[src/hdl/crop_pkg.sv]
// shared types and constants for the blanking trim path; 12-bit coordinates, progressive only
package crop_pkg;

	typedef logic [11:0] coord_t;       // pixel or line position
	typedef logic [1:0]  res_t;         // core resolution flags
	typedef logic [6:0]  scr_flag_t;    // wraps at 128

	// one offset word, read raw or as a from-end flag with magnitude
	typedef union packed {
		coord_t raw;
		struct packed {
			logic        from_end;      // bottom offset counts back from the last line
			logic [10:0] magnitude;
		} rel;
	} trim_word_u;

	localparam logic [1:0] KBD_TYPE_KEY = 2'd3;

	localparam logic [7:0] KEY_BACKSPACE     = 8'h41;
	localparam logic [7:0] KEY_UP            = 8'h4c;
	localparam logic [7:0] KEY_DOWN          = 8'h4d;
	localparam logic [7:0] KEY_RIGHT         = 8'h4e;
	localparam logic [7:0] KEY_LEFT          = 8'h4f;
	localparam logic [7:0] KEY_ALT_L_PRESS   = 8'h64;
	localparam logic [7:0] KEY_ALT_R_PRESS   = 8'h65;
	localparam logic [7:0] KEY_ALT_L_RELEASE = 8'he4;
	localparam logic [7:0] KEY_ALT_R_RELEASE = 8'he5;

	localparam coord_t H_TRIM_STEP    = 12'd4;  // pixels per key press
	localparam coord_t V_TRIM_STEP    = 12'd1;  // lines per key press
	localparam coord_t H_FORCE_MARGIN = 12'd8;  // always blanked at each line end
	localparam coord_t BLANK_LEAD     = 12'd2;  // covers the output register delay

endpackage

[src/hdl/trim_if.sv]
// four blanking offsets from the key control to the blank generators and snapshot, one clock
interface trim_if;
	import crop_pkg::*;

	trim_word_u hbl_l;  // left edge
	trim_word_u hbl_r;  // right edge
	trim_word_u vbl_t;  // top edge
	trim_word_u vbl_b;  // bottom edge, see from_end

	modport ctrl (output hbl_l, hbl_r, vbl_t, vbl_b);

	modport hgen (input hbl_l, hbl_r);

	modport vgen (input vbl_t, vbl_b);

	modport snap (input hbl_l, hbl_r, vbl_t, vbl_b);

endinterface

[src/hdl/crop_keys.sv]
// key events are kbd_level toggles with type 3; preset_load overrides any key in the same cycle
module crop_keys (
	input  logic                  clk_sys,
	input  logic                  reset,
	input  logic [7:0]            kbd_data,
	input  logic [1:0]            kbd_type,
	input  logic                  kbd_level,
	input  logic                  preset_load,
	input  crop_pkg::trim_word_u  preset_hbl_l,
	input  crop_pkg::trim_word_u  preset_hbl_r,
	input  crop_pkg::trim_word_u  preset_vbl_t,
	input  crop_pkg::trim_word_u  preset_vbl_b,
	trim_if.ctrl                  trim
);
	import crop_pkg::*;

	logic       level_q;
	logic       key_vld;    // decoded event, one cycle behind the toggle
	logic [7:0] key_code;
	logic       alt;        // held alt moves the opposite edge

	always_ff @(posedge clk_sys)
		key_code <= kbd_data;

	// a key arriving together with a preset is dropped
	always_ff @(posedge clk_sys or posedge reset) begin
		if (reset) begin
			level_q <= 1'b0;
			key_vld <= 1'b0;
		end else begin
			level_q <= kbd_level;
			key_vld <= (level_q ^ kbd_level) && (kbd_type == KBD_TYPE_KEY) && !preset_load;
		end
	end

	always_ff @(posedge clk_sys or posedge reset) begin
		if (reset) begin
			trim.hbl_l <= '0;
			trim.hbl_r <= '0;
			trim.vbl_t <= '0;
			trim.vbl_b <= '0;
			alt <= 1'b0;
		end else begin
			if (key_vld) begin
				case (key_code)
					KEY_BACKSPACE: begin
						trim.hbl_l <= '0;
						trim.hbl_r <= '0;
						trim.vbl_t <= '0;
						trim.vbl_b <= '0;
					end
					KEY_UP:
						if (alt) trim.vbl_b.raw <= trim.vbl_b.raw + V_TRIM_STEP;
						else     trim.vbl_t.raw <= trim.vbl_t.raw + V_TRIM_STEP;
					KEY_DOWN:
						if (alt) trim.vbl_b.raw <= trim.vbl_b.raw - V_TRIM_STEP;
						else     trim.vbl_t.raw <= trim.vbl_t.raw - V_TRIM_STEP;
					KEY_LEFT:
						if (alt) trim.hbl_r.raw <= trim.hbl_r.raw + H_TRIM_STEP;
						else     trim.hbl_l.raw <= trim.hbl_l.raw + H_TRIM_STEP;
					KEY_RIGHT:
						if (alt) trim.hbl_r.raw <= trim.hbl_r.raw - H_TRIM_STEP;
						else     trim.hbl_l.raw <= trim.hbl_l.raw - H_TRIM_STEP;
					KEY_ALT_L_PRESS, KEY_ALT_R_PRESS:     alt <= 1'b1;
					KEY_ALT_L_RELEASE, KEY_ALT_R_RELEASE: alt <= 1'b0;
					default: ;  // other keys ignored
				endcase
			end
			if (preset_load) begin  // last assignment wins
				trim.hbl_l <= preset_hbl_l;
				trim.hbl_r <= preset_hbl_r;
				trim.vbl_t <= preset_vbl_t;
				trim.vbl_b <= preset_vbl_b;
			end
		end
	end

	// offsets move two cycles after a key toggle or one cycle after a preset
	a_offsets_stable: assert property (@(posedge clk_sys) disable iff (reset)
		!$stable({trim.hbl_l, trim.hbl_r, trim.vbl_t, trim.vbl_b}) |->
			$past(preset_load) ||
			$past((level_q ^ kbd_level) && (kbd_type == KBD_TYPE_KEY), 2))
		else $error("trim offset changed without key or preset");

endmodule

[src/hdl/h_blank_gen.sv]
// hs is active low; hsize is taken on row 1 only and trim offsets wrap as 12-bit values
module h_blank_gen (
	input  logic              clk_sys,
	input  logic              reset,
	input  logic              hs,
	input  logic              hblank,
	input  logic              vcnt_is_one,
	trim_if.hgen              trim,
	output logic              hbl,
	output crop_pkg::coord_t  hsize
);
	import crop_pkg::*;

	logic   old_hs;
	logic   old_hblank;
	logic   hs_fall;
	logic   hblank_fall;
	logic   hblank_rise;
	coord_t hcnt;   // pixel position in the line
	coord_t hend;   // first visible pixel
	coord_t hsta;   // first blank pixel after the visible part
	coord_t hmax;   // line length
	logic   shbl;   // trimmed blank
	logic   fhbl;   // forced edge blank

	assign hs_fall     = old_hs & ~hs;
	assign hblank_fall = old_hblank & ~hblank;
	assign hblank_rise = ~old_hblank & hblank;

	always_ff @(posedge clk_sys or posedge reset) begin
		if (reset) begin
			old_hs <= 1'b0;
			old_hblank <= 1'b0;
			hcnt <= '0;
			hend <= '0;
			hsta <= '0;
			hmax <= '0;
			shbl <= 1'b1;
			fhbl <= 1'b1;
			hsize <= '0;
		end else begin
			old_hs <= hs;
			old_hblank <= hblank;

			if (!hs)
				hcnt <= '0;  // held at zero through sync
			else
				hcnt <= hcnt + 12'd1;

			if (hblank_fall) hend <= hcnt;
			if (hblank_rise) hsta <= hcnt;
			if (hs_fall)     hmax <= hcnt;

			// trim edges advanced by the output register lead
			if (hcnt == hend + trim.hbl_l.raw - BLANK_LEAD) shbl <= 1'b0;
			if (hcnt == hsta + trim.hbl_r.raw - BLANK_LEAD) shbl <= 1'b1;

			if (hcnt == H_FORCE_MARGIN)        fhbl <= 1'b0;
			if (hcnt == hmax - H_FORCE_MARGIN) fhbl <= 1'b1;

			if (hblank_rise && vcnt_is_one)
				hsize <= hcnt - hend;
		end
	end

	assign hbl = shbl | fhbl | ~hs;

	// measured line must end its visible part after it starts
	a_hsize_order: assert property (@(posedge clk_sys) disable iff (reset)
		hblank_rise && vcnt_is_one |-> hcnt > hend)
		else $error("hblank rose before the visible part began on row 1");

endmodule

[src/hdl/v_blank_gen.sv]
// vblank is the core vblank or vs low; every frame is treated as progressive
module v_blank_gen (
	input  logic              clk_sys,
	input  logic              reset,
	input  logic              hs,
	input  logic              vs,
	input  logic              vblank_in,
	input  logic              hbl,
	trim_if.vgen              trim,
	output logic              vcnt_is_one,
	output crop_pkg::coord_t  vsize,
	output logic              vblank_end,
	output logic              hde,
	output logic              vde
);
	import crop_pkg::*;

	logic   vblank;
	logic   old_vs;
	logic   old_hs;
	logic   old_vblank;
	logic   old_hbl;
	logic   vblank_fall;
	logic   vblank_rise;
	coord_t vcnt;       // line in the frame
	coord_t vend;       // first visible line
	coord_t vmax;       // last line before vblank
	coord_t vs_end;     // line where vsync ends
	coord_t top_line;
	coord_t bot_line;
	logic   svbl;       // trimmed blank
	logic   fvbl;       // forced blank around sync

	assign vblank      = vblank_in | ~vs;
	assign vblank_fall = old_vblank & ~vblank;
	assign vblank_rise = ~old_vblank & vblank;

	assign top_line = vend + trim.vbl_t.raw;
	// from_end adds the signed offset to the last line, else an absolute line
	assign bot_line = trim.vbl_b.rel.from_end ? coord_t'(vmax + trim.vbl_b.raw)
	                                          : {1'b0, trim.vbl_b.rel.magnitude};

	always_ff @(posedge clk_sys or posedge reset) begin
		if (reset) begin
			old_vs <= 1'b0;
			old_hs <= 1'b0;
			old_vblank <= 1'b0;
			old_hbl <= 1'b0;
			vcnt <= '0;
			vend <= '0;
			vmax <= '0;
			vs_end <= '0;
			vsize <= '0;
			vblank_end <= 1'b0;
			svbl <= 1'b1;
			fvbl <= 1'b1;
			hde <= 1'b0;
		end else begin
			old_vs <= vs;
			old_hs <= hs;
			old_vblank <= vblank;
			old_hbl <= hbl;
			vblank_end <= vblank_fall;  // one-cycle pulse for the snapshot

			if (old_hs && !hs) vcnt <= vcnt + 12'd1;
			if (vblank_rise)   vcnt <= '0;

			if (vblank_fall)  vend <= vcnt;
			if (!old_vs && vs) vs_end <= vcnt;
			if (vblank_rise) begin
				vmax <= vcnt;
				vsize <= vcnt - vend;
			end

			// edges move only at the start of a visible line
			if (old_hbl && !hbl) begin
				if (vcnt == top_line) svbl <= 1'b0;
				if (vcnt == bot_line) svbl <= 1'b1;

				if (vcnt == vmax - 12'd1)   fvbl <= 1'b1;
				if (vcnt == vs_end + 12'd2) fvbl <= 1'b0;
			end

			hde <= ~hbl;
		end
	end

	assign vcnt_is_one = (vcnt == 12'd1);
	assign vde = ~(svbl | fvbl);

endmodule

[src/hdl/screen_info.sv]
// snapshot is taken on the vblank_end pulse; scr_flag wraps at 7 bits
module screen_info (
	input  logic                  clk_sys,
	input  logic                  reset,
	input  logic                  vblank_end,
	input  crop_pkg::coord_t      hsize,
	input  crop_pkg::coord_t      vsize,
	input  crop_pkg::res_t        res,
	trim_if.snap                  trim,
	output crop_pkg::trim_word_u  scr_hbl_l,
	output crop_pkg::trim_word_u  scr_hbl_r,
	output crop_pkg::trim_word_u  scr_vbl_t,
	output crop_pkg::trim_word_u  scr_vbl_b,
	output crop_pkg::coord_t      scr_hsize,
	output crop_pkg::coord_t      scr_vsize,
	output crop_pkg::res_t        scr_res,
	output crop_pkg::scr_flag_t   scr_flag
);
	import crop_pkg::*;

	always_ff @(posedge clk_sys or posedge reset) begin
		if (reset) begin
			scr_hbl_l <= '0;
			scr_hbl_r <= '0;
			scr_vbl_t <= '0;
			scr_vbl_b <= '0;
			scr_hsize <= '0;
			scr_vsize <= '0;
			scr_res <= '0;
			scr_flag <= '0;
		end else if (vblank_end) begin
			scr_hbl_l <= trim.hbl_l;
			scr_hbl_r <= trim.hbl_r;
			scr_vbl_t <= trim.vbl_t;
			scr_vbl_b <= trim.vbl_b;
			scr_hsize <= hsize;
			scr_vsize <= vsize;
			scr_res <= res;
			// compared against the previous snapshot
			if (scr_res != res || scr_hsize != hsize || scr_vsize != vsize)
				scr_flag <= scr_flag + scr_flag_t'(1);
		end
	end

	// counter moves only with a vblank end snapshot that differs from the last
	a_flag_on_vbl_end: assert property (@(posedge clk_sys) disable iff (reset)
		!$stable(scr_flag) |-> $past(vblank_end) &&
			!$stable({scr_res, scr_hsize, scr_vsize}))
		else $error("scr_flag moved without a changed snapshot");

endmodule

[src/hdl/crop_top.sv]
// single clock domain, no back-pressure; hs and vs active low as the core drives them
module crop_top (
	input  logic                  clk_sys,
	input  logic                  reset,
	input  logic                  hs,
	input  logic                  vs,
	input  logic                  hblank,
	input  logic                  vblank,
	input  crop_pkg::res_t        res,
	input  logic [7:0]            kbd_data,
	input  logic [1:0]            kbd_type,
	input  logic                  kbd_level,
	input  logic                  preset_load,
	input  crop_pkg::trim_word_u  preset_hbl_l,
	input  crop_pkg::trim_word_u  preset_hbl_r,
	input  crop_pkg::trim_word_u  preset_vbl_t,
	input  crop_pkg::trim_word_u  preset_vbl_b,
	output logic                  hde,
	output logic                  vde,
	output crop_pkg::trim_word_u  scr_hbl_l,
	output crop_pkg::trim_word_u  scr_hbl_r,
	output crop_pkg::trim_word_u  scr_vbl_t,
	output crop_pkg::trim_word_u  scr_vbl_b,
	output crop_pkg::coord_t      scr_hsize,
	output crop_pkg::coord_t      scr_vsize,
	output crop_pkg::res_t        scr_res,
	output crop_pkg::scr_flag_t   scr_flag
);
	import crop_pkg::*;

	logic   hbl;            // combined horizontal blank
	logic   vcnt_is_one;
	logic   vblank_end;
	coord_t hsize;
	coord_t vsize;

	trim_if trim ();

	crop_keys u_keys (
		.clk_sys, .reset,
		.kbd_data, .kbd_type, .kbd_level,
		.preset_load,
		.preset_hbl_l, .preset_hbl_r, .preset_vbl_t, .preset_vbl_b,
		.trim (trim.ctrl)
	);

	h_blank_gen u_hgen (
		.clk_sys, .reset,
		.hs, .hblank, .vcnt_is_one,
		.trim (trim.hgen),
		.hbl, .hsize
	);

	v_blank_gen u_vgen (
		.clk_sys, .reset,
		.hs, .vs, .vblank_in (vblank), .hbl,
		.trim (trim.vgen),
		.vcnt_is_one, .vsize, .vblank_end, .hde, .vde
	);

	screen_info u_info (
		.clk_sys, .reset,
		.vblank_end, .hsize, .vsize, .res,
		.trim (trim.snap),
		.scr_hbl_l, .scr_hbl_r, .scr_vbl_t, .scr_vbl_b,
		.scr_hsize, .scr_vsize, .scr_res, .scr_flag
	);

endmodule

[config.mk]
export PLATFORM = sky130hd
export DESIGN_NAME = crop_top
export DESIGN_NICKNAME = d
export VERILOG_FILES = /design/src/hdl/crop_pkg.sv /design/src/hdl/trim_if.sv /design/src/hdl/crop_keys.sv /design/src/hdl/h_blank_gen.sv /design/src/hdl/v_blank_gen.sv /design/src/hdl/screen_info.sv /design/src/hdl/crop_top.sv
export SDC_FILE = /design/constraint.sdc
export NUM_CORES = 1
export LEC_CHECK = 0
export BUFFER_PORTS_ARGS = -buffer_cell sky130_fd_sc_hd__buf_2
export CORE_ASPECT_RATIO = 1.4
export CORE_UTILIZATION = 66
export DETAILED_ROUTE_END_ITERATION = 10
export GPL_ROUTABILITY_DRIVEN = 0
export PLACE_DENSITY = 0.87
export SLEW_MARGIN = 40
export SYNTH_ARGS = -nofsm -noshare
export SYNTH_HDL_FRONTEND = slang
export SYNTH_SLANG_ARGS = --single-unit
[constraint.sdc]
create_clock -name clk_sys -period 17 [get_ports clk_sys]
set_input_delay 3.4 -clock clk_sys [delete_from_list [all_inputs] [get_ports clk_sys]]
set_output_delay 3.4 -clock clk_sys [all_outputs]
set_load 0.03 [all_outputs]
==> metrics.md <==
| Metric | Value |
|---|---|
| Outcome | `finished, final reports clean` |
| Deepest level of the CTS H-tree | `1` |
| Core region area | `26100 um2` |
| Final critical-path share of the clock period | `30.25%` |
| Buffer cell driving the clock tree root | `sky130_fd_sc_hd__clkbuf_16` |
| Max-cap violations | `0` |
| Vias post-DR | `14410` |
| Number of sinks driven by the clock tree | `271` |
| Clock-pin slew on the worst setup and hold paths | `0.07 ns` |
| Average cell area after synthesis | `9.561 um2` |
| Post-synth net total | `2036` |
| Cell types occupying the most area after synthesis | `sky130_fd_sc_hd__dfrtp_1 37%, sky130_fd_sc_hd__ha_1 9.3%, sky130_fd_sc_hd__xnor2_1 7.5%, sky130_fd_sc_hd__mux2_2 6.5%, sky130_fd_sc_hd__xor2_1 3.8%` |
| Detailed-route vias per instance | `6.300` |
| Crit path setup slack, layout | `11.86 ns` |
| Cells on worst reg2reg path | `13` |
| Prevailing post-synth register cell | `sky130_fd_sc_hd__dfrtp_1` |
| Post-layout total power | `2382 uW` |
| Count of distinct cell types in the synthesized netlist | `83` |
| Number of antenna violations at the first check in global routing | `0` |
| Starting DRT DRC Count | `889` |
| Final setup skew | `0.01659 ns` |
| Ratio of cells with drive above 1 in the final layout | `17.52%` |
| Global-route congestion overflow total | `0` |
| Power per cell area | `122.8 nW/um2` |
| Post-detailed-routing wire length | `45.19 mm` |
| Clk pwr share | `26.5%` |
| Max-slew violation count | `0` |
| Final-layout setup total negative slack | `0 ns` |
| Number of warnings printed during yosys synthesis | `0` |
| Chip Width | `139.5 um` |
| Number of endpoints with negative hold slack in the final report | `0` |
| Largest net degree at the start of global routing | `128` |
| Maximum ir drop on the vdd rail | `0.09851 mV` |
| Insertion delay of the later-clocked pin in the worst-skew pair | `0.55 ns` |
| Most used standard cell by instance count after synthesis | `sky130_fd_sc_hd__dfrtp_1` |
| Worst Max-Slew Pin Slew | `0.7950 ns` |
| RR Startpoint | `u_keys.key_code[5]$_DFF_P_` |
| CP startpoint kind | `primary input` |
| Endpoint of the lowest-slack register-to-register path | `u_keys.trim.hbl_r[10]$_DFFE_PP0P_` |
| # IOs | `151` |
| # setup viols final | `0` |
| Diodes inserted | `0` |
| Start point of the worst hold path | `u_vgen.svbl$_DFFE_PP1P_` |
| Estimated wirelength of the detail-placed design | `32.35 mm` |
| PostCTS Resize Cnt | `0` |
| Part of the power in registers | `38.0%` |
| Count of antenna-violating nets left after detailed routing | `0` |
| GRT Util Overall | `33.66%` |
| Slew headroom | `47.00%` |
| Unrepaired setup endpoints after global routing | `false` |
| Total die area | `27150 um2` |
| Timing-limited maximum frequency | `194.5 MHz` |
| Switching portion of total power | `37.84%` |
| Register bit count reported by yosys | `271` |
| Critical Path RT | `17.42 ns` |
| Class of the worst hold path | `reg -> reg` |
| # hold bufs at CTS | `0` |
| Dpl ws | `11.07 ns` |
| Cell types with the highest counts after synthesis | `259 x sky130_fd_sc_hd__dfrtp_1, 149 x sky130_fd_sc_hd__xnor2_1, 146 x sky130_fd_sc_hd__nand2_1` |
| Vertical die dimension | `194.5 um` |
| Area Growth Syn to Fin | `10.96%` |
| Static leakage | `0.008926 uW` |
| Number of synthesized flops with an enable pin | `0` |
| Standard-cell rows | `70` |
| Total standard cell area after synthesis | `17480 um2` |
| Post-layout min period | `5.143 ns` |
| Net count reported at finish | `2150` |
| Kind of end point of the critical path | `register` |
| Share of synthesized flip-flops with an asynchronous set or reset | `97.05%` |
| Data arrival time at the worst-slack endpoint | `5.57 ns` |
| Length of the first detailed-routing pass in iterations | `5` |
| Sequential element share of the synthesized area | `38.60%` |
| Cell type with the largest total area after synthesis | `sky130_fd_sc_hd__dfrtp_1` |
| Share of the synthesized area in the top cell type | `37.08%` |
| Maximum fanout along the worst path | `72` |
| Worst Setup Path Type | `in -> reg` |
| Effective utilization at floorplan | `66.97%` |
| Internal Pwr Total | `1480 uW` |
| Cell count after synthesis | `1828` |
| Number of buffers created by CTS | `27` |
| Clock tree from TritonCTS | `yes` |
| DRC violations left | `0` |
| Wire length of the first global-routing pass | `72.95 mm` |
| Routed wire per std cell | `19.76 um` |
| Maximum clock path buffer count | `3` |
| Post-layout util | `74.30%` |
| Number of instances on the worst hold path | `2` |
| Endpoint, Worst Hold | `u_vgen.svbl$_DFFE_PP1P_` |
| Via count of the first global-routing pass | `14790` |
| Number of buffer cells added on primary ports | `150` |
| Setup fix buffers added after clock tree synthesis | `0` |
| Worst-case register-to-register setup slack | `13.22 ns` |
| Gate power share | `35.5%` |
| Net switching power | `901.3 uW` |
## area by class of cell
cell class | instances | area, um2
multi-input cells | 1346 | 9927
flip-flops and latches | 271 | 6750
fillers | 1716 | 6706
repair buffers | 161 | 862.1
clock buffers | 31 | 700.7
inverters | 135 | 519.2
well taps | 324 | 405.4
clock inverters | 19 | 229.0
## power by group through the flow
stage	logic (uW)	registers, uW	clock network [uW]
6_report	845	905	631
5_1_grt	917	919	658
4_1_cts	843	902	635
3_5_place_dp	829	911	0
3_3_place_gp	791	906	0
2_1_floorplan	513	994	0
## stage by stage
step                      std cells  hold slack, ns  cell area, um2
after detailed placement       2236          0.4783           18440
after global routing           2287          0.4925           19390
final                          2287          0.4806           19390
after CTS                      2286          0.4834           19370
after floorplan                1828          0.4484           17480
after global placement         2234          0.4564           18390
## metal layers
metal	wire length (um)	GRT usage [%]	part of all wire, %
met1	16100	37.00	36
met2	23540	60.95	52
met3	2244	3.351	5.0
met4	3303	23.36	7.3
met5	0	0	0
## cells by family (layout without fill, tap and decap cells)
group	Yosys count	count (layout)	synth area share (%)
muxes	106	106	6.794
xor gates and xnor gates	225	225	11.32
and+or+nand+nor	484	484	13.62
DFF	271	271	38.60
AOI/OAI and AO/OA	391	391	14.50
adders and majority gates	140	140	10.45
buffers and inverters	211	346	4.718
## worst max-delay path by stage
stage | startpoint | depth (start not counted) | end
floorplan | reset | 1 | u_hgen.hcnt[0]$_DFF_PP0_
global placement | preset_load | 8 | u_keys.trim.hbl_l[6]$_DFFE_PP0P_
detailed placement | preset_load | 8 | u_keys.trim.hbl_l[7]$_DFFE_PP0P_
CTS | preset_load | 8 | u_keys.trim.hbl_l[7]$_DFFE_PP0P_
global route | preset_load | 8 | u_keys.trim.hbl_l[7]$_DFFE_PP0P_
finish | preset_load | 8 | u_keys.trim.hbl_l[7]$_DFFE_PP0P_
## critical path, stage by stage
cell and delay (ns):
sky130_fd_sc_hd__buf_2 0.07, sky130_fd_sc_hd__buf_4 0.58, sky130_fd_sc_hd__nor2_1 0.12, sky130_fd_sc_hd__a21oi_1 0.27, sky130_fd_sc_hd__a21boi_2 0.51, sky130_fd_sc_hd__inv_2 0.17, sky130_fd_sc_hd__a221oi_1 0.32, sky130_fd_sc_hd__a21oi_1 0.08
## flip-flops by register name, summed over array words and instances, names as in the netlist, 8 cells and up
register and count:
u_hgen.hcnt 12, u_hgen.hend 12, u_hgen.hmax 12, u_hgen.hsize 12, u_hgen.hsta 12, u_info.scr_hbl_l 12, u_info.scr_hbl_r 12, u_info.scr_hsize 12
u_info.scr_vbl_b 12, u_info.scr_vbl_t 12, u_info.scr_vsize 12, u_keys.trim.hbl_l 12, u_keys.trim.hbl_r 12, u_keys.trim.vbl_b 12, u_keys.trim.vbl_t 12, u_vgen.vcnt 12
u_vgen.vend 12, u_vgen.vmax 12, u_vgen.vs_end 12, u_vgen.vsize 12, u_keys.key_code 8
## placed cells by master (no fill, tap or decap), types with 13 or more instances in the layout
master	instances
sky130_fd_sc_hd__nand3_1	47
sky130_fd_sc_hd__or3_1	15
sky130_fd_sc_hd__inv_1	131
sky130_fd_sc_hd__nor2b_1	22
sky130_fd_sc_hd__mux2_2	101
sky130_fd_sc_hd__ha_1	130
sky130_fd_sc_hd__o21ai_0	88
sky130_fd_sc_hd__xnor2_1	149
sky130_fd_sc_hd__nand2_1	146
sky130_fd_sc_hd__nor2_1	101
sky130_fd_sc_hd__o21a_1	16
sky130_fd_sc_hd__nor3_1	43
sky130_fd_sc_hd__nand2b_1	13
sky130_fd_sc_hd__xor2_1	75
sky130_fd_sc_hd__a22oi_1	14
sky130_fd_sc_hd__and2_1	14
sky130_fd_sc_hd__a21o_1	13
sky130_fd_sc_hd__nand4_1	21
sky130_fd_sc_hd__buf_2	150
sky130_fd_sc_hd__clkbuf_16	27
sky130_fd_sc_hd__a21oi_1	122
sky130_fd_sc_hd__dfrtp_1	258
sky130_fd_sc_hd__nor4_1	13
No activity file was read; power rests on OpenSTA's default activity.
